==> config.mk <==
export PLATFORM = sky130hd
export DESIGN_NAME = cycle_counter
export DESIGN_NICKNAME = d
export VERILOG_FILES = /design/src/perip_pkg.sv /design/src/cycle_counter.sv
export VERILOG_INCLUDE_DIRS = /design/src
export SDC_FILE = /design/constraint.sdc
export NUM_CORES = 1
export LEC_CHECK = 0
export BUFFER_PORTS_ARGS = -buffer_cell sky130_fd_sc_hd__buf_2
export CORE_ASPECT_RATIO = 2
export CORE_MARGIN = 10
export CORE_UTILIZATION = 40
export DETAILED_ROUTE_END_ITERATION = 12
export PLACE_DENSITY = 0.64
export SLEW_MARGIN = 20
export SYNTH_ARGS = -nofsm -noshare
export SYNTH_HDL_FRONTEND = slang
export SYNTH_SLANG_ARGS = --single-unit
==> constraint.sdc <==
create_clock -name clk -period 2.65 [get_ports clk]
set_clock_uncertainty 0.1 [all_clocks]
set_input_delay 0.1325 -clock clk [delete_from_list [all_inputs] [get_ports clk]]
set_output_delay 0.1325 -clock clk [all_outputs]
set_load 0.02 [all_outputs]
==> src/perip_config.svh <==
`ifndef PERIP_CONFIG_SVH
`define PERIP_CONFIG_SVH

//////////////////////////////////////////////////////////////////////
// Data TCM window
//////////////////////////////////////////////////////////////////////

`define DTCM_BASE_ADDR      32'h8010_0000

// Word address bits, 4096 words
`define DTCM_ADDR_WIDTH     12

// Size in bytes
`define DTCM_SIZE           ((1 << `DTCM_ADDR_WIDTH) * 4)

//////////////////////////////////////////////////////////////////////
// MMIO window
//////////////////////////////////////////////////////////////////////

`define MMIO_BASE_ADDR      32'h8020_0000

// Low address bits that select a register inside the window
`define MMIO_OFFSET_WIDTH   8

`define SW0_ADDR            (`MMIO_BASE_ADDR + 32'h0000_0000)
`define SW1_ADDR            (`MMIO_BASE_ADDR + 32'h0000_0004)
`define KEY_ADDR            (`MMIO_BASE_ADDR + 32'h0000_0010)
`define SEG_ADDR            (`MMIO_BASE_ADDR + 32'h0000_0020)
`define LED_ADDR            (`MMIO_BASE_ADDR + 32'h0000_0040)
`define CNT_ADDR            (`MMIO_BASE_ADDR + 32'h0000_0050)

// Returned for any address nobody answers
`define UNMAPPED_DATA       32'hDEAD_BEEF

//////////////////////////////////////////////////////////////////////
// Display scan
//////////////////////////////////////////////////////////////////////

// Cycles per digit phase
`define SEG_SCAN_CYCLES     16

`endif

==> src/perip_pkg.sv <==
`include "perip_config.svh"

package perip_pkg;

    //////////////////////////////////////////////////////////////////////
    // Bus types
    //////////////////////////////////////////////////////////////////////

    // Data or address word
    typedef logic [31:0] word_t;

    // One enable per byte lane
    typedef logic [3:0] byte_mask_t;

    // Word index into the DTCM
    typedef logic [`DTCM_ADDR_WIDTH-1:0] dtcm_index_t;

    // Register offset inside the MMIO window
    typedef logic [`MMIO_OFFSET_WIDTH-1:0] mmio_offset_t;

    // Source of a read in flight
    typedef enum logic [1:0] {
        REG_NONE,
        REG_MMIO,
        REG_DTCM,
        REG_CNT
    } region_t;

    typedef struct packed {
        word_t      addr;
        word_t      data;
        byte_mask_t mask;
        logic       en;
    } wr_req_t;

    //////////////////////////////////////////////////////////////////////
    // Display types
    //////////////////////////////////////////////////////////////////////

    localparam int SEG_GROUPS = 4;

    typedef logic [3:0] nibble_t;

    // ans is one-hot, segments active high
    typedef struct packed {
        logic [1:0] ans;
        logic       dp;
        logic [6:0] seg;
    } seg_group_t;

    // Group 0 sits in the low bits
    typedef seg_group_t [SEG_GROUPS-1:0] seg_out_t;

endpackage

==> src/cycle_counter.sv <==
`timescale 1ns/1ps

module cycle_counter (
    input  logic             clk,
    input  logic             rst,
    input  logic             load,
    input  perip_pkg::word_t load_value,
    output perip_pkg::word_t rdata
);
    import perip_pkg::*;

    word_t count;

    // Counts every cycle unless software loads it
    always_ff @(posedge clk or posedge rst) begin
        if (rst) begin
            count <= '0;
        end else if (load) begin
            count <= load_value;
        end else begin
            count <= count + 1'b1;
        end
    end

    // Read value is the count held just before the sampling edge
    always_ff @(posedge clk or posedge rst) begin
        if (rst) begin
            rdata <= '0;
        end else begin
            rdata <= count;
        end
    end

endmodule

After elaboration in Yosys (flattened, before gate mapping)
Cells that the tools add are included.
{"block": "word_totals", "register_bits": 64, "inputBits": 35, "wordCells": 4}
{"block": "classes", "add_sub_neg": 1, "muxes": 1}
{"cell": "32-bit by 1-bit adder with 32-bit output (second input constant)", "count": 1}
{"cell": "32-bit two-way mux", "count": 1}

Depth between registers and ports, before layout
{"block": "logic_depth", "ltp_word": 2, "ltp_mapped": 7}

Least setup slack after synthesis
Ideal clock, no wire load.
{"block": "synth_timing", "path_type": "register to register", "startpoint": "register count[9]", "endpoint": "register count[31]", "t_arrival_ns": 1.819, "required_ns": 2.414, "setup_slack_ns": 0.595, "path_stages_with_launch": 7, "cell_sequence": "dfrtp_1 -> nand3_2 -> or4_4 -> clkbuf_1 -> clkbuf_1 -> o31ai_1 -> o211ai_1"}
{"block": "synth_via", "elab_chain_len": 2}
{"element": "from (decl)", "line_no": "cycle_counter.sv:12", "text": "word_t count;"}
{"element": "from (signal assigned)", "line_no": "cycle_counter.sv:19", "text": "count <= load_value;"}
{"element": "from (signal assigned)", "line_no": "cycle_counter.sv:21", "text": "count <= count + 1'b1;"}
{"element": "32-bit by 1-bit adder with 32-bit output", "line_no": "cycle_counter.sv:21"}
{"element": "32-bit two-way mux", "line_no": "cycle_counter.sv:18", "text": "end else if (load) begin"}
Every way passes these cells.

Worst setup path in the final report
{"block": "layout_timing", "startpoint": "register count[9]", "endpoint": "register count[22]"}
Same word-level chain as after synthesis.

==> results.sh <==
export IMPL_leakage_nw=1.58
export IMPL_maxSlewHeadroom_pct=61.6
export IMPL_htree_num_levels=3
export IMPL_yosysTopAreaCell="dfrtp_1"
export IMPL_path_class="flip-flop to flip-flop"
export IMPL_drt_iter0_drc=161
export IMPL_tritoncts="done"
export IMPL_tightest_slew_ns=0.577
export IMPL_drive_gt1_share_pct=24.5
export IMPL_clockBufferDepth=2
export IMPL_r2r_slack_ns=0.38
export IMPL_cp_arrival_ns=2.41
export IMPL_n_antenna_cell=0
export IMPL_slew_violations=0
export IMPL_netlist_instances=250
export IMPL_ir_drop_mv=0.361
export IMPL_worstHoldStart="load_value[17]"
export IMPL_synth_nets=286
export IMPL_synth_edff_count=0
export IMPL_synth_area_leaders="dfrtp_1, nand2_1, or4_1, xnor2_1, o31ai_1"
export IMPL_cts_sinks=64
export IMPL_port_buffers=66
export IMPL_design_area_mm2=0.00369
export IMPL_slowest_delay_ns=0.71
export IMPL_crit_fanout=31
export IMPL_crit_start="count[9]"
export IMPL_crit_path_end_kind="flip-flop"
export IMPL_worst_path_buf_inv=0
export IMPL_r2r_end="count[22]"
export IMPL_overflow=0
export IMPL_path_cells="nand3_2 > or4_4 > or4_1 > a31oi_1"
export IMPL_top_level_ports=67
export IMPL_setup_viol=0
export IMPL_startpoint_type="flip-flop"
export IMPL_r2r_cells=4
export IMPL_crit_cells=4
export IMPL_post_synth_top_count_cell="dfrtp_1"
export IMPL_cts_root_buf="clkbuf_16"
export IMPL_max_freq_mhz=441
export IMPL_totalWireLength_mm=6.76
export IMPL_maxCapViolCount=0
export IMPL_hold_ws_ns=-0.000164
export IMPL_fin_crit_sh_pct=85.6
export IMPL_hp_class="primary input to flip-flop"
export IMPL_die_width_um=77.8
export IMPL_antenna_left=0
export IMPL_grt_pass1_wl_mm=11.1
export IMPL_cts_made_buffers=9
export IMPL_critPathTopFamily="simple AND/OR/NAND/NOR gates"
export IMPL_clkTransAtPathRegs_ns=0.05
export IMPL_grt_max_degree=65
export IMPL_first_global_vias=2263
export IMPL_synth_main_ff_cell="dfrtp_1"
export IMPL_syn_avg_cell_area_um2=10.7
export IMPL_status="finished with violations"
export IMPL_r2r_start="count[9]"
export IMPL_via_per_inst=5.20
export IMPL_whs_path_depth=3
export IMPL_die_y_um=136
export IMPL_hold_viol=1
export IMPL_ys_seq_area_share_pct=60.0
export IMPL_place_area_mm2=0.00309
export IMPL_min_to="count[17]"
export IMPL_post_drt_wl_per_cell_um=15.4
export IMPL_vias=2281
export IMPL_ys_ff_latch=64
export IMPL_cts_hold_buffers=32
export IMPL_coreArea_mm2=0.00657
export IMPL_rsz0062_at_grt="no"
export IMPL_rows=42
export IMPL_clock_latency_ns=0.33
export IMPL_power_density_mw_per_mm2=705
export IMPL_nets=385
export IMPL_dp_hpwl_mm=4.72
export IMPL_async_flop_share_pct=100
export IMPL_syn_cell_area_mm2=0.00267
export IMPL_synth_warnings=0
export IMPL_post_route_drc_count=0
export IMPL_first_pass_iters=4
export IMPL_yosysTopAreaCellShare_pct=60.0
export IMPL_start_util_pct=40.7
export IMPL_required_ns=2.79
export IMPL_antenna_found_initial=0
export IMPL_violations="hold timing"
export IMPL_fin_tns_setup_ns=0
export IMPL_area_growth_pct=38.2
export IMPL_post_route_min_period_ns=2.27
export IMPL_ys_types=31
export IMPL_post_cts_setup_buffer_count=0
export IMPL_grt_usage_pct=13.3
export IMPL_synth_common_cells="dfrtp_1, nand2_1, nor2_1"
export IMPL_cts_resized=0
export IMPL_cpMaxStageDelayCell="or4_4"
export IMPL_globalplace_congestion=0.808
export IMPL_die_area_mm2=0.0105
export IMPL_finalPower_mw=2.60
logic make-up (layout without fill, tap and decap cells):
kind of cell | count (synthesis) | in the layout | share of synthesized area, %
flip-flops | 64 | 64 | 60.0
AO/OA/AOI/OAI | 48 | 48 | 11.5
buffers and inverters | 18 | 119 | 2.81
AND/OR/NAND/NOR | 105 | 105 | 20.6
XOR/XNOR | 13 | 13 | 4.26
multiplexers | 1 | 1 | 0.422
adder cells (fa/ha/maj) | 1 | 1 | 0.468
layout by cell type, fill, tap and decap left out, types with 12 or more instances in the layout:
cell type,count
dfrtp_1,64
dlygate4sd3_1,32
o21ai_0,15
or4_1,15
a31oi_1,14
buf_2,66
nor2_1,18
o31ai_1,12
nand2_1,30
flip-flops by register name, summed over array words and instances (netlist names):
signal	cells
count	32
rdata	32
per-stage QoR:
stage	cells	util, %	worst slack [ns]
floorplan	250	-	0.595
global placement	394	47.0	0.508
detailed placement	394	47.0	0.477
CTS	439	56.2	0.394
global route	439	56.2	0.267
finish	439	56.2	0.381
cell type report:
cell class,count,area [um2]
clock buffers,13,280
fillers,583,2880
inverters,5,18.8
multi-input cells,168,995
flip-flops and latches,64,1600
well taps,88,110
repair buffers,101,686
metal layers:
layer | track usage [%] | vias to the layer above | share of wire, %
met5 | 0 | - | 0
met4 | 9.18 | 0 | 3.4
met2 | 23.9 | 53 | 55
li1 | - | 1112 | -
met1 | 12.8 | 1102 | 37
met3 | 3.66 | 14 | 5.0
power by group:
group	internal (mW)	switching [mW]
sequential	1.08	0.0805
combinational	0.148	0.198
clock	0.717	0.382
how the worst max path moves through the flow:
stage               slack, ns   endpoint
finish                   0.38  count[22]
global route             0.27  count[22]
CTS                      0.39  count[22]
detailed placement       0.48  count[18]
global placement         0.51  count[30]
floorplan                0.60  count[31]
tightest hold or removal path, cell delays in order:
cell and delay (ns):
buf_2 0.08, nor2_1 0.04, a31oi_1 0.13
(Power assumes the default switching activity.)
