===== config.mk =====
export PLATFORM = sky130hd
export DESIGN_NAME = mmio_regs
export DESIGN_NICKNAME = d
export VERILOG_FILES = /design/src/perip_pkg.sv /design/src/mmio_regs.sv
export VERILOG_INCLUDE_DIRS = /design/src
export SDC_FILE = /design/constraint.sdc
export NUM_CORES = 1
export LEC_CHECK = 0
export ABC_CLOCK_PERIOD_IN_PS = 2750
export BUFFER_PORTS_ARGS = -buffer_cell sky130_fd_sc_hd__buf_2
export CORE_MARGIN = 5
export CORE_UTILIZATION = 40
export DETAILED_ROUTE_END_ITERATION = 7
export PLACE_DENSITY = 0.86
export SLEW_MARGIN = 20
export SYNTH_ARGS = -nofsm -noshare
export SYNTH_HDL_FRONTEND = slang
export SYNTH_SLANG_ARGS = --single-unit

===== constraint.sdc =====
create_clock -name clk -period 2.75 [get_ports clk]
set_input_delay 0.4125 -clock clk [delete_from_list [all_inputs] [get_ports clk]]
set_output_delay 0.4125 -clock clk [all_outputs]
set_load 0.05 [all_outputs]

===== src/perip_config.svh =====
`ifndef PERIP_CONFIG_SVH
`define PERIP_CONFIG_SVH

//////////////////////////////////////////////////////////////////////
// Data TCM window
//////////////////////////////////////////////////////////////////////

`define DTCM_BASE_ADDR      32'h8010_0000

// Word address bits, 4096 words
`define DTCM_ADDR_WIDTH     12

// Size in bytes
`define DTCM_SIZE           ((1 << `DTCM_ADDR_WIDTH) * 4)

//////////////////////////////////////////////////////////////////////
// MMIO window
//////////////////////////////////////////////////////////////////////

`define MMIO_BASE_ADDR      32'h8020_0000

// Low address bits that select a register inside the window
`define MMIO_OFFSET_WIDTH   8

`define SW0_ADDR            (`MMIO_BASE_ADDR + 32'h0000_0000)
`define SW1_ADDR            (`MMIO_BASE_ADDR + 32'h0000_0004)
`define KEY_ADDR            (`MMIO_BASE_ADDR + 32'h0000_0010)
`define SEG_ADDR            (`MMIO_BASE_ADDR + 32'h0000_0020)
`define LED_ADDR            (`MMIO_BASE_ADDR + 32'h0000_0040)
`define CNT_ADDR            (`MMIO_BASE_ADDR + 32'h0000_0050)

// Returned for any address nobody answers
`define UNMAPPED_DATA       32'hDEAD_BEEF

//////////////////////////////////////////////////////////////////////
// Display scan
//////////////////////////////////////////////////////////////////////

// Cycles per digit phase
`define SEG_SCAN_CYCLES     16

`endif


===== src/perip_pkg.sv =====
`include "perip_config.svh"

package perip_pkg;

    //////////////////////////////////////////////////////////////////////
    // Bus types
    //////////////////////////////////////////////////////////////////////

    // Data or address word
    typedef logic [31:0] word_t;

    // One enable per byte lane
    typedef logic [3:0] byte_mask_t;

    // Word index into the DTCM
    typedef logic [`DTCM_ADDR_WIDTH-1:0] dtcm_index_t;

    // Register offset inside the MMIO window
    typedef logic [`MMIO_OFFSET_WIDTH-1:0] mmio_offset_t;

    // Source of a read in flight
    typedef enum logic [1:0] {
        REG_NONE,
        REG_MMIO,
        REG_DTCM,
        REG_CNT
    } region_t;

    typedef struct packed {
        word_t      addr;
        word_t      data;
        byte_mask_t mask;
        logic       en;
    } wr_req_t;

    //////////////////////////////////////////////////////////////////////
    // Display types
    //////////////////////////////////////////////////////////////////////

    localparam int SEG_GROUPS = 4;

    typedef logic [3:0] nibble_t;

    // ans is one-hot, segments active high
    typedef struct packed {
        logic [1:0] ans;
        logic       dp;
        logic [6:0] seg;
    } seg_group_t;

    // Group 0 sits in the low bits
    typedef seg_group_t [SEG_GROUPS-1:0] seg_out_t;

endpackage


===== src/mmio_regs.sv =====
`timescale 1ns/1ps
`include "perip_config.svh"

module mmio_regs (
    input  logic             clk,
    input  logic             rst,
    input  logic             led_wen,
    input  logic             seg_wen,
    input  perip_pkg::word_t wdata,
    input  perip_pkg::word_t raddr,
    input  logic [63:0]      sw,
    input  logic [7:0]       key,
    output perip_pkg::word_t led,
    output perip_pkg::word_t seg_value,
    output perip_pkg::word_t rdata
);
    import perip_pkg::*;

    localparam mmio_offset_t SW0_OFF = mmio_offset_t'(`SW0_ADDR - `MMIO_BASE_ADDR);
    localparam mmio_offset_t SW1_OFF = mmio_offset_t'(`SW1_ADDR - `MMIO_BASE_ADDR);
    localparam mmio_offset_t KEY_OFF = mmio_offset_t'(`KEY_ADDR - `MMIO_BASE_ADDR);
    localparam mmio_offset_t SEG_OFF = mmio_offset_t'(`SEG_ADDR - `MMIO_BASE_ADDR);

    mmio_offset_t roffset;
    word_t        rdata_next;

    //////////////////////////////////////////////////////////////////////
    // Output registers
    //////////////////////////////////////////////////////////////////////

    // Full word stores, the byte mask plays no part here
    always_ff @(posedge clk or posedge rst) begin
        if (rst) begin
            led       <= '0;
            seg_value <= '0;
        end else begin
            if (led_wen) begin
                led <= wdata;
            end
            if (seg_wen) begin
                seg_value <= wdata;
            end
        end
    end

    //////////////////////////////////////////////////////////////////////
    // Read side
    //////////////////////////////////////////////////////////////////////

    assign roffset = raddr[`MMIO_OFFSET_WIDTH-1:0];

    always_comb begin
        case (roffset)
            SW0_OFF: rdata_next = sw[31:0];
            SW1_OFF: rdata_next = sw[63:32];
            KEY_OFF: rdata_next = word_t'(key);
            SEG_OFF: rdata_next = seg_value;
            default: rdata_next = `UNMAPPED_DATA;
        endcase
    end

    always_ff @(posedge clk or posedge rst) begin
        if (rst) begin
            rdata <= '0;
        end else begin
            rdata <= rdata_next;
        end
    end

endmodule


==> After elaboration in Yosys (flattened, before gate mapping) <==
Index checks and enable logic that the tools add are counted.
{ "word_totals": {"register_bits": 96, "output_inout_bits": 96, "word_cells": 8} }
{ "op_classes": {"eq_ne": 3, "muxes": 1, "reduce_logical": 1} }
{ "ops": {"columns": ["op", "n"], "rows": [
  ["$pmux W32 S4", 1],
  ["$eq A8 B3 Y1 const B", 1],
  ["$eq A8 B5 Y1 const B", 1],
  ["$eq A8 B6 Y1 const B", 1],
  ["$logic_not A8 Y1", 1]
]} }

==> Logic depth before layout (Yosys ltp) <==
{ "depth": {"ltp_word": 2, "ltp_mapped": 6} }

==> Worst setup path before layout <==
No wires, ideal clock.
{ "synth_path": {"kind": "input -> register", "startpoint": "in raddr[5]", "endpoint": "reg rdata[7]", "setup_time_ns": 0.139, "arrival_ns": 1.914, "slack_ns": 0.697, "stages": 5, "path_buffers": 2, "cell_sequence": "buf_2 maj3_2 or4_1 clkbuf_1 or4_1"} }
{ "synth_between": {"elab_chain_len": 2, "word_cells_on_any_way": 5} }
{ "synth_lines": {"columns": ["item", "line", "text"], "rows": [
  ["start, declared", "mmio_regs.sv:10", "input perip_pkg::word_t raddr,"],
  ["$eq A8 B6 Y1, or another cell as far along", "mmio_regs.sv:53", "case (roffset)"],
  ["$pmux W32 S4 *", "mmio_regs.sv:53", null],
  ["via rdata_next[7]", "mmio_regs.sv:25", "word_t rdata_next;"],
  ["end signal, assigned", "mmio_regs.sv:66", "rdata <= rdata_next;"],
  ["end, declared", "mmio_regs.sv:15", "output perip_pkg::word_t rdata"]
]} }
Mark *: on every way through the listed nets, which the timed path passes. The rest lies on a longest branch.
A chain may end at the register's enable or synchronous reset.

==> Final worst setup path <==
{ "layout_path": {"startpoint": "in raddr[1]", "endpoint": "reg rdata[15]"} }
Same word-level chain as after synthesis.

==> results.json <==
{
  "fin_cells": 626,
  "relSlewSlack_pct": 42.8,
  "critPathMaxFanout": 20,
  "ys_ff_latch": 96,
  "cts_tree": "built",
  "grtUsageMet3_pct": 4.75,
  "grt_pass1_wl_mm": 18.8,
  "synth_compound_area_share_pct": 7.57,
  "leakage_nw": 2.62,
  "sw_frac_of_total_pct": 31.8,
  "clk_pin_slew_ns": 0.09,
  "synth_top_family_by_area": "multiplexers",
  "grt_usage_pct": 18.9,
  "clkSinkCount": 96,
  "dieHeight_um": 111,
  "min_period_ns": 1.74,
  "fin_crit_sh_pct": 63.2,
  "syn2layout_area_growth_pct": 35.7,
  "gp_congestion": 0.814,
  "cp-start-kind": "primary input",
  "n_antenna_cell": 0,
  "fin_worst_skew_ns": 0.00562,
  "setup_viol": 0,
  "dp_hpwl_mm": 9.01,
  "postCtsSetupRepairBufs": 0,
  "power_frac_clock_pct": 31.7,
  "criticalPathCategory": "in2reg",
  "hold_buffers": 0,
  "synthCells": 279,
  "fin_tns_setup_ns": 0,
  "worst_slack_ns": 1.01,
  "layout_commonest_cell": "buf_2",
  "critPathArrivalTime_ns": 2.02,
  "antenna_found_initial": 0,
  "endpoint_kind": "flop",
  "synth_fa_ha_area_share_pct": 0.277,
  "synth-simple-area-share_pct": 4.40,
  "hold-worst-slack_ns": 0.234,
  "crit_chain": "buf_2, nor4_1, buf_4, and3_1, a221o_1",
  "clk_latency_ns": 0.35,
  "portBuffers": 211,
  "nFillCells": 814,
  "p_per_area_mw_per_mm2": 628,
  "gr-total-overflow": 0,
  "grt_max_degree": 53,
  "routed_via_density": 5.27,
  "drive_gt1_share_pct": 65.1,
  "worst_pin_slew_ns": 0.858,
  "netlist_area_mm2": 0.00407,
  "ant_nets": 0,
  "die_w_um": 111,
  "cp.required_ns": 3.04,
  "clk_path_buf_depth": 2,
  "wl_per_cell_um": 18.9,
  "regArea_mm2": 0.00240,
  "rows": 36,
  "slowest_stage": "and3_1",
  "yosysWarningCount": 0,
  "fp.dieArea_mm2": 0.0123,
  "multi_input_area_mm2": 0.00157,
  "num-nets-final": 628,
  "grt_util_met1_pct": 21.5,
  "grt_util_met2_pct": 34.0,
  "grt_setup_unrepaired": "no",
  "num_vias": 3296,
  "status": "finished, final reports clean",
  "route.detailed.drc": 0,
  "critPathMaxStageDelay_ns": 0.72,
  "design_area_mm2": 0.00552,
  "final_cell_mix": "buf_2 (211), dfrtp_1 (96), mux2_2 (81), a221o_1 (17), mux2i_1 (15)",
  "seq_power_share_pct": 45.3,
  "dpl_cell_area_mm2": 0.00527,
  "muxShareOfSynthArea_pct": 26.1,
  "synth_xor_area_share_pct": 0,
  "hold_class": "in2async",
  "drt_wl_total_mm": 11.8,
  "busiest_layer": "met2",
  "synth_nets": 419,
  "p_comb_share_pct": 22.9,
  "drtIter0Drc": 142,
  "synth-seq-area-share_pct": 59.1,
  "slew_violations": 0,
  "initial_core_util_pct": 41.2,
  "ctsHtreeMaxLevel": 3,
  "core_mm2": 0.00986,
  "place_ws_ns": 0.490,
  "num_io_pins": 236,
  "synth_cell_types": 22,
  "p_switching_mw": 1.10,
  "grt_pass1_vias": 3701,
  "cts_root_buf": "clkbuf_8",
  "fmax_ghz": 0.576,
  "cts_buffers": 9,
  "hold_viol_final": 0,
  "dp_cells": 610,
  "cts_resized": 0,
  "peakVddDrop_mv": 0.264,
  "intPower_mw": 2.36,
  "drt-pass1-iter-count": 4,
  "max-cap-violations": 0,
  "synth.avg_cell_area_um2": 14.6
}
## power by group through the flow
stage	Clock [mW]	Sequential [mW]	Combinational [mW]
2_1_floorplan	0	1.94	0.197
3_5_place_dp	0	1.60	0.800
6_report	1.10	1.57	0.795
3_3_place_gp	0	1.59	0.784
5_1_grt	1.19	1.58	0.838
4_1_cts	1.12	1.57	0.802
## per-stage QoR
stage | utilization [%] | total power, mW
finish | 56.0 | 3.47
global route | 56.0 | 3.61
CTS | 55.9 | 3.50
detailed placement | 53.4 | 2.40
global placement | 53.4 | 2.38
floorplan | - | 2.14
## state kept, by name (all words and copies together) (netlist names)
register	cells
rdata	32
led	32
seg_value	32
## worst max-delay path: cells and delay by family
| family | cells | cell delay [ns] |
|---|---|---|
| buffers and inverters | 2 | 0.33 |
| and+or+nand+nor | 2 | 0.98 |
| AOI/OAI and AO/OA | 1 | 0.29 |
## Yosys cell counts, drive strengths merged
library cell  number  share of area (%)
dfrtp             96                 59
mux2              81                 22
a221o             17                4.2
mux2i             15                3.7
clkbuf            12                1.1
buf               11                1.3
and3              10                1.5
nor3              10                1.2
o2bb2ai            7                1.5
a2111o             6                1.7
or4                3               0.55
inv                2               0.18
nor4b              2               0.43
a211o              1               0.22
and2               1               0.15
maj3               1               0.28
nand2              1              0.092
nor2               1              0.092
nor4               1               0.15
or3                1               0.15
## kinds of logic after synthesis
group,after synthesis
simple gates,30
mux,96
compound gates,31
buf+inv,25
fa+ha+maj,1
flops,96
## metal layers
metal	wire length [um]	part of all wire (%)
met1	4540	38
met3	772	6.5
met2	6210	53
met4	289	2.4
met5	0	0
## cell type report
cell class	count	share of cell area, %
Sequential cell	96	43.5
Timing Repair Buffer	221	20.5
Tap cell	133	3.01
Clock inverter	7	2.18
Clock buffer	9	2.24
Multi-Input combinational cell	158	28.4
Inverter	2	0.204
## final timing paths
check / slack, ns / startpoint / to / depth (start not counted)
min in group clk: 0.27 / sw[52] / rdata[20] / 2
min: 0.23 / rst / led[6] / 3
max: 1.01 / raddr[1] / rdata[15] / 5
max reg2reg: 1.66 / seg_value[7] / rdata[7] / 2
min reg2reg: 0.51 / led[31] / led[31] / 1
max in group asynchronous: 2.06 / rst / led[30] / 3
Note: power is estimated with default switching activity, not from simulation.
