--- src/perip_config.svh ---
`ifndef PERIP_CONFIG_SVH
`define PERIP_CONFIG_SVH

//////////////////////////////////////////////////////////////////////
// Data TCM window
//////////////////////////////////////////////////////////////////////

`define DTCM_BASE_ADDR      32'h8010_0000

// Word address bits, 4096 words
`define DTCM_ADDR_WIDTH     12

// Size in bytes
`define DTCM_SIZE           ((1 << `DTCM_ADDR_WIDTH) * 4)

//////////////////////////////////////////////////////////////////////
// MMIO window
//////////////////////////////////////////////////////////////////////

`define MMIO_BASE_ADDR      32'h8020_0000

// Low address bits that select a register inside the window
`define MMIO_OFFSET_WIDTH   8

`define SW0_ADDR            (`MMIO_BASE_ADDR + 32'h0000_0000)
`define SW1_ADDR            (`MMIO_BASE_ADDR + 32'h0000_0004)
`define KEY_ADDR            (`MMIO_BASE_ADDR + 32'h0000_0010)
`define SEG_ADDR            (`MMIO_BASE_ADDR + 32'h0000_0020)
`define LED_ADDR            (`MMIO_BASE_ADDR + 32'h0000_0040)
`define CNT_ADDR            (`MMIO_BASE_ADDR + 32'h0000_0050)

// Returned for any address nobody answers
`define UNMAPPED_DATA       32'hDEAD_BEEF

//////////////////////////////////////////////////////////////////////
// Display scan
//////////////////////////////////////////////////////////////////////

// Cycles per digit phase
`define SEG_SCAN_CYCLES     16

`endif

--- src/perip_pkg.sv ---
`include "perip_config.svh"

package perip_pkg;

    //////////////////////////////////////////////////////////////////////
    // Bus types
    //////////////////////////////////////////////////////////////////////

    // Data or address word
    typedef logic [31:0] word_t;

    // One enable per byte lane
    typedef logic [3:0] byte_mask_t;

    // Word index into the DTCM
    typedef logic [`DTCM_ADDR_WIDTH-1:0] dtcm_index_t;

    // Register offset inside the MMIO window
    typedef logic [`MMIO_OFFSET_WIDTH-1:0] mmio_offset_t;

    // Source of a read in flight
    typedef enum logic [1:0] {
        REG_NONE,
        REG_MMIO,
        REG_DTCM,
        REG_CNT
    } region_t;

    typedef struct packed {
        word_t      addr;
        word_t      data;
        byte_mask_t mask;
        logic       en;
    } wr_req_t;

    //////////////////////////////////////////////////////////////////////
    // Display types
    //////////////////////////////////////////////////////////////////////

    localparam int SEG_GROUPS = 4;

    typedef logic [3:0] nibble_t;

    // ans is one-hot, segments active high
    typedef struct packed {
        logic [1:0] ans;
        logic       dp;
        logic [6:0] seg;
    } seg_group_t;

    // Group 0 sits in the low bits
    typedef seg_group_t [SEG_GROUPS-1:0] seg_out_t;

endpackage

--- src/seg_display.sv ---
`timescale 1ns/1ps
`include "perip_config.svh"

module seg_display (
    input  logic                clk,
    input  logic                rst,
    input  perip_pkg::word_t    value,
    output perip_pkg::seg_out_t seg_out
);
    import perip_pkg::*;

    localparam int SCAN_W = $clog2(`SEG_SCAN_CYCLES);
    localparam logic [SCAN_W-1:0] SCAN_LAST = SCAN_W'(`SEG_SCAN_CYCLES - 1);

    // Segment order is {g, f, e, d, c, b, a}, active high
    function automatic logic [6:0] hex_font(input nibble_t n);
        logic [6:0] pattern;
        case (n)
            4'h0: pattern = 7'h3F;
            4'h1: pattern = 7'h06;
            4'h2: pattern = 7'h5B;
            4'h3: pattern = 7'h4F;
            4'h4: pattern = 7'h66;
            4'h5: pattern = 7'h6D;
            4'h6: pattern = 7'h7D;
            4'h7: pattern = 7'h07;
            4'h8: pattern = 7'h7F;
            4'h9: pattern = 7'h6F;
            4'hA: pattern = 7'h77;
            4'hB: pattern = 7'h7C;
            4'hC: pattern = 7'h39;
            4'hD: pattern = 7'h5E;
            4'hE: pattern = 7'h79;
            default: pattern = 7'h71;
        endcase
        return pattern;
    endfunction

    // Digit 0 of a cleared register
    localparam seg_group_t IDLE_GROUP = '{ans: 2'b01, dp: 1'b0, seg: hex_font(4'h0)};

    logic [SCAN_W-1:0] scan_cnt;
    logic              phase;
    seg_out_t          seg_next;

    //////////////////////////////////////////////////////////////////////
    // Scan timing
    //////////////////////////////////////////////////////////////////////

    // phase 0 lights the low digit of each group, phase 1 the high one
    always_ff @(posedge clk or posedge rst) begin
        if (rst) begin
            scan_cnt <= '0;
            phase    <= 1'b0;
        end else if (scan_cnt == SCAN_LAST) begin
            scan_cnt <= '0;
            phase    <= ~phase;
        end else begin
            scan_cnt <= scan_cnt + 1'b1;
        end
    end

    //////////////////////////////////////////////////////////////////////
    // Digit select and font
    //////////////////////////////////////////////////////////////////////

    // Group g shows nibble 2g or 2g+1
    always_comb begin
        for (int g = 0; g < SEG_GROUPS; g++) begin
            seg_next[g].ans = phase ? 2'b10 : 2'b01;
            seg_next[g].dp  = 1'b0;
            seg_next[g].seg = hex_font(value[(2*g + int'(phase))*4 +: 4]);
        end
    end

    always_ff @(posedge clk or posedge rst) begin
        if (rst) begin
            seg_out <= '{default: IDLE_GROUP};
        end else begin
            seg_out <= seg_next;
        end
    end

endmodule

--- config.mk ---
export PLATFORM = sky130hd
export DESIGN_NAME = seg_display
export DESIGN_NICKNAME = d
export VERILOG_FILES = /design/src/perip_pkg.sv /design/src/seg_display.sv
export VERILOG_INCLUDE_DIRS = /design/src
export SDC_FILE = /design/constraint.sdc
export NUM_CORES = 1
export LEC_CHECK = 0
export BUFFER_PORTS_ARGS = -buffer_cell sky130_fd_sc_hd__buf_2
export CORE_UTILIZATION = 45
export CTS_CLUSTER_DIAMETER = 100
export DETAILED_ROUTE_END_ITERATION = 7
export PLACE_DENSITY_LB_ADDON = 0.1
export SYNTH_ARGS = -nofsm -noshare
export SYNTH_HDL_FRONTEND = slang
export SYNTH_SLANG_ARGS = --single-unit
export TNS_END_PERCENT = 5
--- constraint.sdc ---
create_clock -name clk -period 2.19 [get_ports clk]
set_input_delay 0.438 -clock clk [delete_from_list [all_inputs] [get_ports clk]]
set_output_delay 0.438 -clock clk [all_outputs]
set_load 0.03 [all_outputs]
After elaboration in Yosys (flattened, before gate mapping):

Memories as Yosys holds them, arrays and structs flattened. A register that Yosys moved wholly into a read port is not among the register bits.
Cells that the tools add are included.

* $mul: 0
* shift operators: 4
* muxes and demuxes: 2
* bitwise gates (word level): 1
* eq/ne operators: 1
* reduce and logical (&&, ||, !) cells: 0
* $lt $le $gt $ge: 0
* div/mod/pow operators: 0
* add/sub/neg operators: 4

Operator list (count)
* 32-bit by 7-bit variable part select with 4-bit output: 2
* 32-bit by 4-bit variable part select with 4-bit output: 1
* 32-bit by 6-bit variable part select with 4-bit output: 1
* 3-bit by 1-bit adder with 4-bit output (first input constant): 2
* 4-bit by 1-bit adder with 4-bit output (second input constant): 1
* 4-bit equality test (second input constant): 1
* 4-bit two-way mux: 1
* 2-bit by 1-bit adder with 3-bit output (first input constant): 1
* 2-bit two-way mux: 1
* 1-bit inverter: 1

* RAM bits: 0
* register bits after elaboration: 7
* memories: 4
* latch bits: 0
* ROM bits: 448
* output and inout bits: 40

Memory list
* (no name shown): depth 16, width 7, rd ports 1, clocked after Yosys merged registers in 1, wr ports 0, RTL line seg_display.sv:18 `case (n)`
* (no name shown): depth 16, width 7, rd ports 1, clocked after Yosys merged registers in 1, wr ports 0, RTL line seg_display.sv:18
* (no name shown): depth 16, width 7, rd ports 1, clocked after Yosys merged registers in 1, wr ports 0, RTL line seg_display.sv:18
* (no name shown): depth 16, width 7, rd ports 1, clocked after Yosys merged registers in 1, wr ports 0, RTL line seg_display.sv:18

Depth between registers and ports, before layout:

* depth in word-level cells: 2
* depth in mapped cells: 7
* mapped depth without buffers: 5

Least setup slack after synthesis:

No wires, ideal clock.

* path type: register to register
* start: register phase
* end: register, netlist name seg_out[13]
* stages on the path, launching flop included: 8
* path slack: 0.106 ns
* arrival: 2.024 ns
* required time: 2.130 ns
* clock period less this slack: 2.084 ns
* setup time: 0.060 ns
* path through: dfrtp_1 > buf_6 > buf_6 > mux2i_1 > inv_1 > ha_1 > mux4_2 > inv_1

* longest elaborated chain between the ends: 2

RTL lines
* start, declared: RTL line seg_display.sv:43 `logic phase;`
* start signal, assigned: RTL line seg_display.sv:57 `phase <= ~phase;`
* 2-bit by 1-bit adder with 3-bit output: RTL line seg_display.sv:72 `seg_next[g].seg = hex_font(value[(2*g + int'(phase))*4 +: 4]);`
* 32-bit by 6-bit variable part select with 4-bit output: RTL line seg_display.sv:72

No other way between the ends.
A chain may end at the register's enable or synchronous reset.

Worst setup path after layout:

* start: register phase
* end: register, netlist name seg_out[33]

* longest elaborated chain between the ends: 2

RTL lines (RTL line)
* 3-bit by 1-bit adder with 4-bit output: seg_display.sv:72
* 32-bit by 7-bit variable part select with 4-bit output: seg_display.sv:72

No other way between the ends.

==> metrics.md <==
| Metric | Value |
|---|---|
| Setup-failing EPs final | `0` |
| Sequential area share after synthesis | `between 30% and 40%` |
| Status | `completed` |
| Total number of vias | `1661` |
| Dpl cells | `337` |
| Pwr per Cell Area | `545 nW/µm²` |
| Max-slew violation count | `0` |
| CP max FO | `15` |
| Vias/cell | `4.81` |
| Clock sinks | `35` |
| Post-synth EDFFs | `0` |
| Tightest Hold Check Type | `input pin to async pin` |
| WL final | `4210 µm` |
| Seq cells post-synth | `35` |
| Post-CTS Hold Buffers | `0` |
| DR DRC count | `0` |
| RSZ-0062 raised after global routing | `no` |
| CTS tree | `done` |
| Cells after Synth | `between 150 and 200` |
| Startpoint class of the critical path | `register` |
| Skew-Pair Late Insertion Delay | `0.28 ns` |
| Die area | `approximately 5700 µm²` |
| Nets | `roughly 340` |
| Endpoints failing hold | `0` |
| Core Area | `5140 µm²` |
| Worst path arrival time | `2.20 ns` |
| M2 GR Usage | `27.9%` |
| Post-synthesis async set-or-reset flop share | `100%` |
| Final std cells w/o fill | `345` |
| H-tree Lvls | `2` |
| Die Ht | `between 70 and 80 µm` |
| Crit path kind | `register to register` |
| # port buffers | `69` |
| Gr busiest metal | `met2` |
| Gr usage total | `~16%` |
| Initial DRC Count | `47` |
| Worst vdd ir | `~0.27 mV` |
| Overall die width | `75.2 µm` |
| Top post-synthesis cells by area | `dfstp_2 27%, ha_1 15%, dfrtp_1 10%` |
| DRT antenna net count | `0` |
| Max-Cap Viols | `0` |
| Met1 Resource Use GR | `between 20% and 30%` |
| Reg clk slew, reported paths | `0.07 ns` |
| Setup slack, reg-to-reg | `0.21 ns` |
| First-pass GRT wire length | `between 6000 and 7000 µm` |
| Post-cts resize count | `0` |
| Mapped cell area | `2410 µm²` |
| Worst-case clock buffer depth | `2` |
| Clk_skew | `0.00487 ns` |
| Min Tclk post-route | `1.98 ns` |
| Routability cong. | `about 0.8` |
| P&R area growth vs syn | `21.3%` |
| Fin Setup TNS | `0 ns` |
| First-pass DRT Iterations | `4` |
| Fillers | `461` |
| Initial antenna violation count | `0` |
| Multi-input gate area | `1290 µm²` |
| Final Power | `1590 µW` |
| Critical Path RT | `approximately 2.4 ns` |
| Postcts setup bufs | `0` |
| Cell taking the most area after synthesis | `dfstp_2` |
| Vias in the first global route | `1521` |
| Top cells by count, synth | `29 x ha_1, 25 x dfstp_2, 23 x mux2i_1` |
| Starting density of the core | `46.9%` |
| Register cell area after layout | `907 µm²` |
| Crit end category | `register` |
| Io pins | `74` |
| Root Buffer | `clkbuf_8` |
| Final HPWL DP | `between 3000 and 4000 µm` |
| Synth Flop Type | `dfstp_2` |
| Post-synth cell types | `34` |
| Post-Syn Area per Cell | `12.2 µm²` |
| GRT met3 Usage | `2.95%` |
| Tcrit/Tclk final | `around 90%` |
| Total CTS buffers | `5` |
| Top cell type's share of synthesized area | `27.3%` |
| Share of layout cells above drive strength 1 | `between 50% and 60%` |
| Largest net degree at the start of global routing | `36` |
| Synthesis Warnings | `0` |
| Count leader, synth | `ha_1` |
| LEAKAGE | `between 0.001 and 0.0015 µW` |
| FMAX | `approximately 510 MHz` |
| Total grt overflow | `0` |
| Total inserted antenna cells | `0` |
| Post-DR wirelength/cell | `12.2 µm` |
| # rows | `26` |
## kinds of logic after synthesis
family / count (synthesis) / share of synthesized area (%)
AOI/OAI and AO/OA: 28 / 10.3
DFF: 35 / 37.6
buffers and inverters: 41 / 9.40
muxes: 38 / 20.4
adders and majority gates: 29 / 15.1
other: 1 / 0.156
and+or+nand+nor: 20 / 4.88
xor gates and xnor gates: 6 / 2.18
## power by group
group	switching [µW]	leakage, µW	internal, µW
registers	9.39	0.000373	719
logic	253	0.00107	163
clock network	223	0.0000385	225
## worst max-delay path: stages (launching register included)
cell     delay, ns
dfrtp_1       0.39
buf_12        0.19
mux2i_1       0.41
inv_1         0.17
ha_1          0.25
mux4_2        0.45
inv_1         0.06
## sequential cells by signal (all words and copies together) (netlist names)
name,count
seg_out,30
phase,1
scan_cnt,4
## metal layers
layer	up-vias	share of wire (%)
li1	831	-
met1	776	46
met2	49	48
met3	5	4.2
met4	0	1.4
met5	-	0
## area by class of cell
class / count / area share (%)
multi-input combinational: 125 / 44.0
timing repair buffer: 84 / 16.1
clock inverter: 1 / 0.257
inverter: 23 / 2.95
clock buffer: 7 / 2.61
tap: 70 / 3.00
sequential: 35 / 31.0
## layout by cell type, fill, tap and decap left out, drive strengths merged
| master | n |
|---|---|
| nor3 | 6 |
| a22oi | 2 |
| dfrtp | 10 |
| and3 | 2 |
| a221oi | 4 |
| mux2i | 28 |
| nor2b | 2 |
| and2 | 2 |
| and3b | 2 |
| o22a | 4 |
| mux4 | 4 |
| nand2 | 2 |
| buf | 84 |
| o32a | 4 |
| xnor2 | 5 |
| nand3 | 2 |
| xor2 | 1 |
| clkbuf | 7 |
| o21ai | 2 |
| a2bb2oi | 4 |
| conb | 4 |
| dfstp | 25 |
| ha | 29 |
| a31oi | 3 |
| inv | 23 |
| clkinvlp | 1 |
| a21oi | 5 |
| nor2 | 2 |
| mux2 | 6 |
## metrics by stage
stage / utilization (%) / cell area [µm²] / worst slack [ns] / hold slack [ns]
after global placement: 55.2 / 2840 / 0.285 / 0.478
after global routing: 56.9 / 2920 / 0.00986 / 0.280
final: 56.9 / 2920 / 0.214 / 0.240
after floorplan: - / 2420 / 0.106 / 0.414
after CTS: 56.9 / 2920 / 0.196 / 0.245
after detailed placement: 55.2 / 2840 / 0.219 / 0.483
## final timing paths
kind / start / end / depth (start not counted)
worst min-delay path: rst / seg_out[26] / 3
worst max-delay path: phase / seg_out[33] / 6
min in group clk: scan_cnt[0] / scan_cnt[0] / 1
worst min register to register: scan_cnt[0] / scan_cnt[0] / 1
max in group asynchronous: rst / seg_out[0] / 3
worst max register to register: phase / seg_out[33] / 6
No activity file was read; power rests on OpenSTA's default activity.
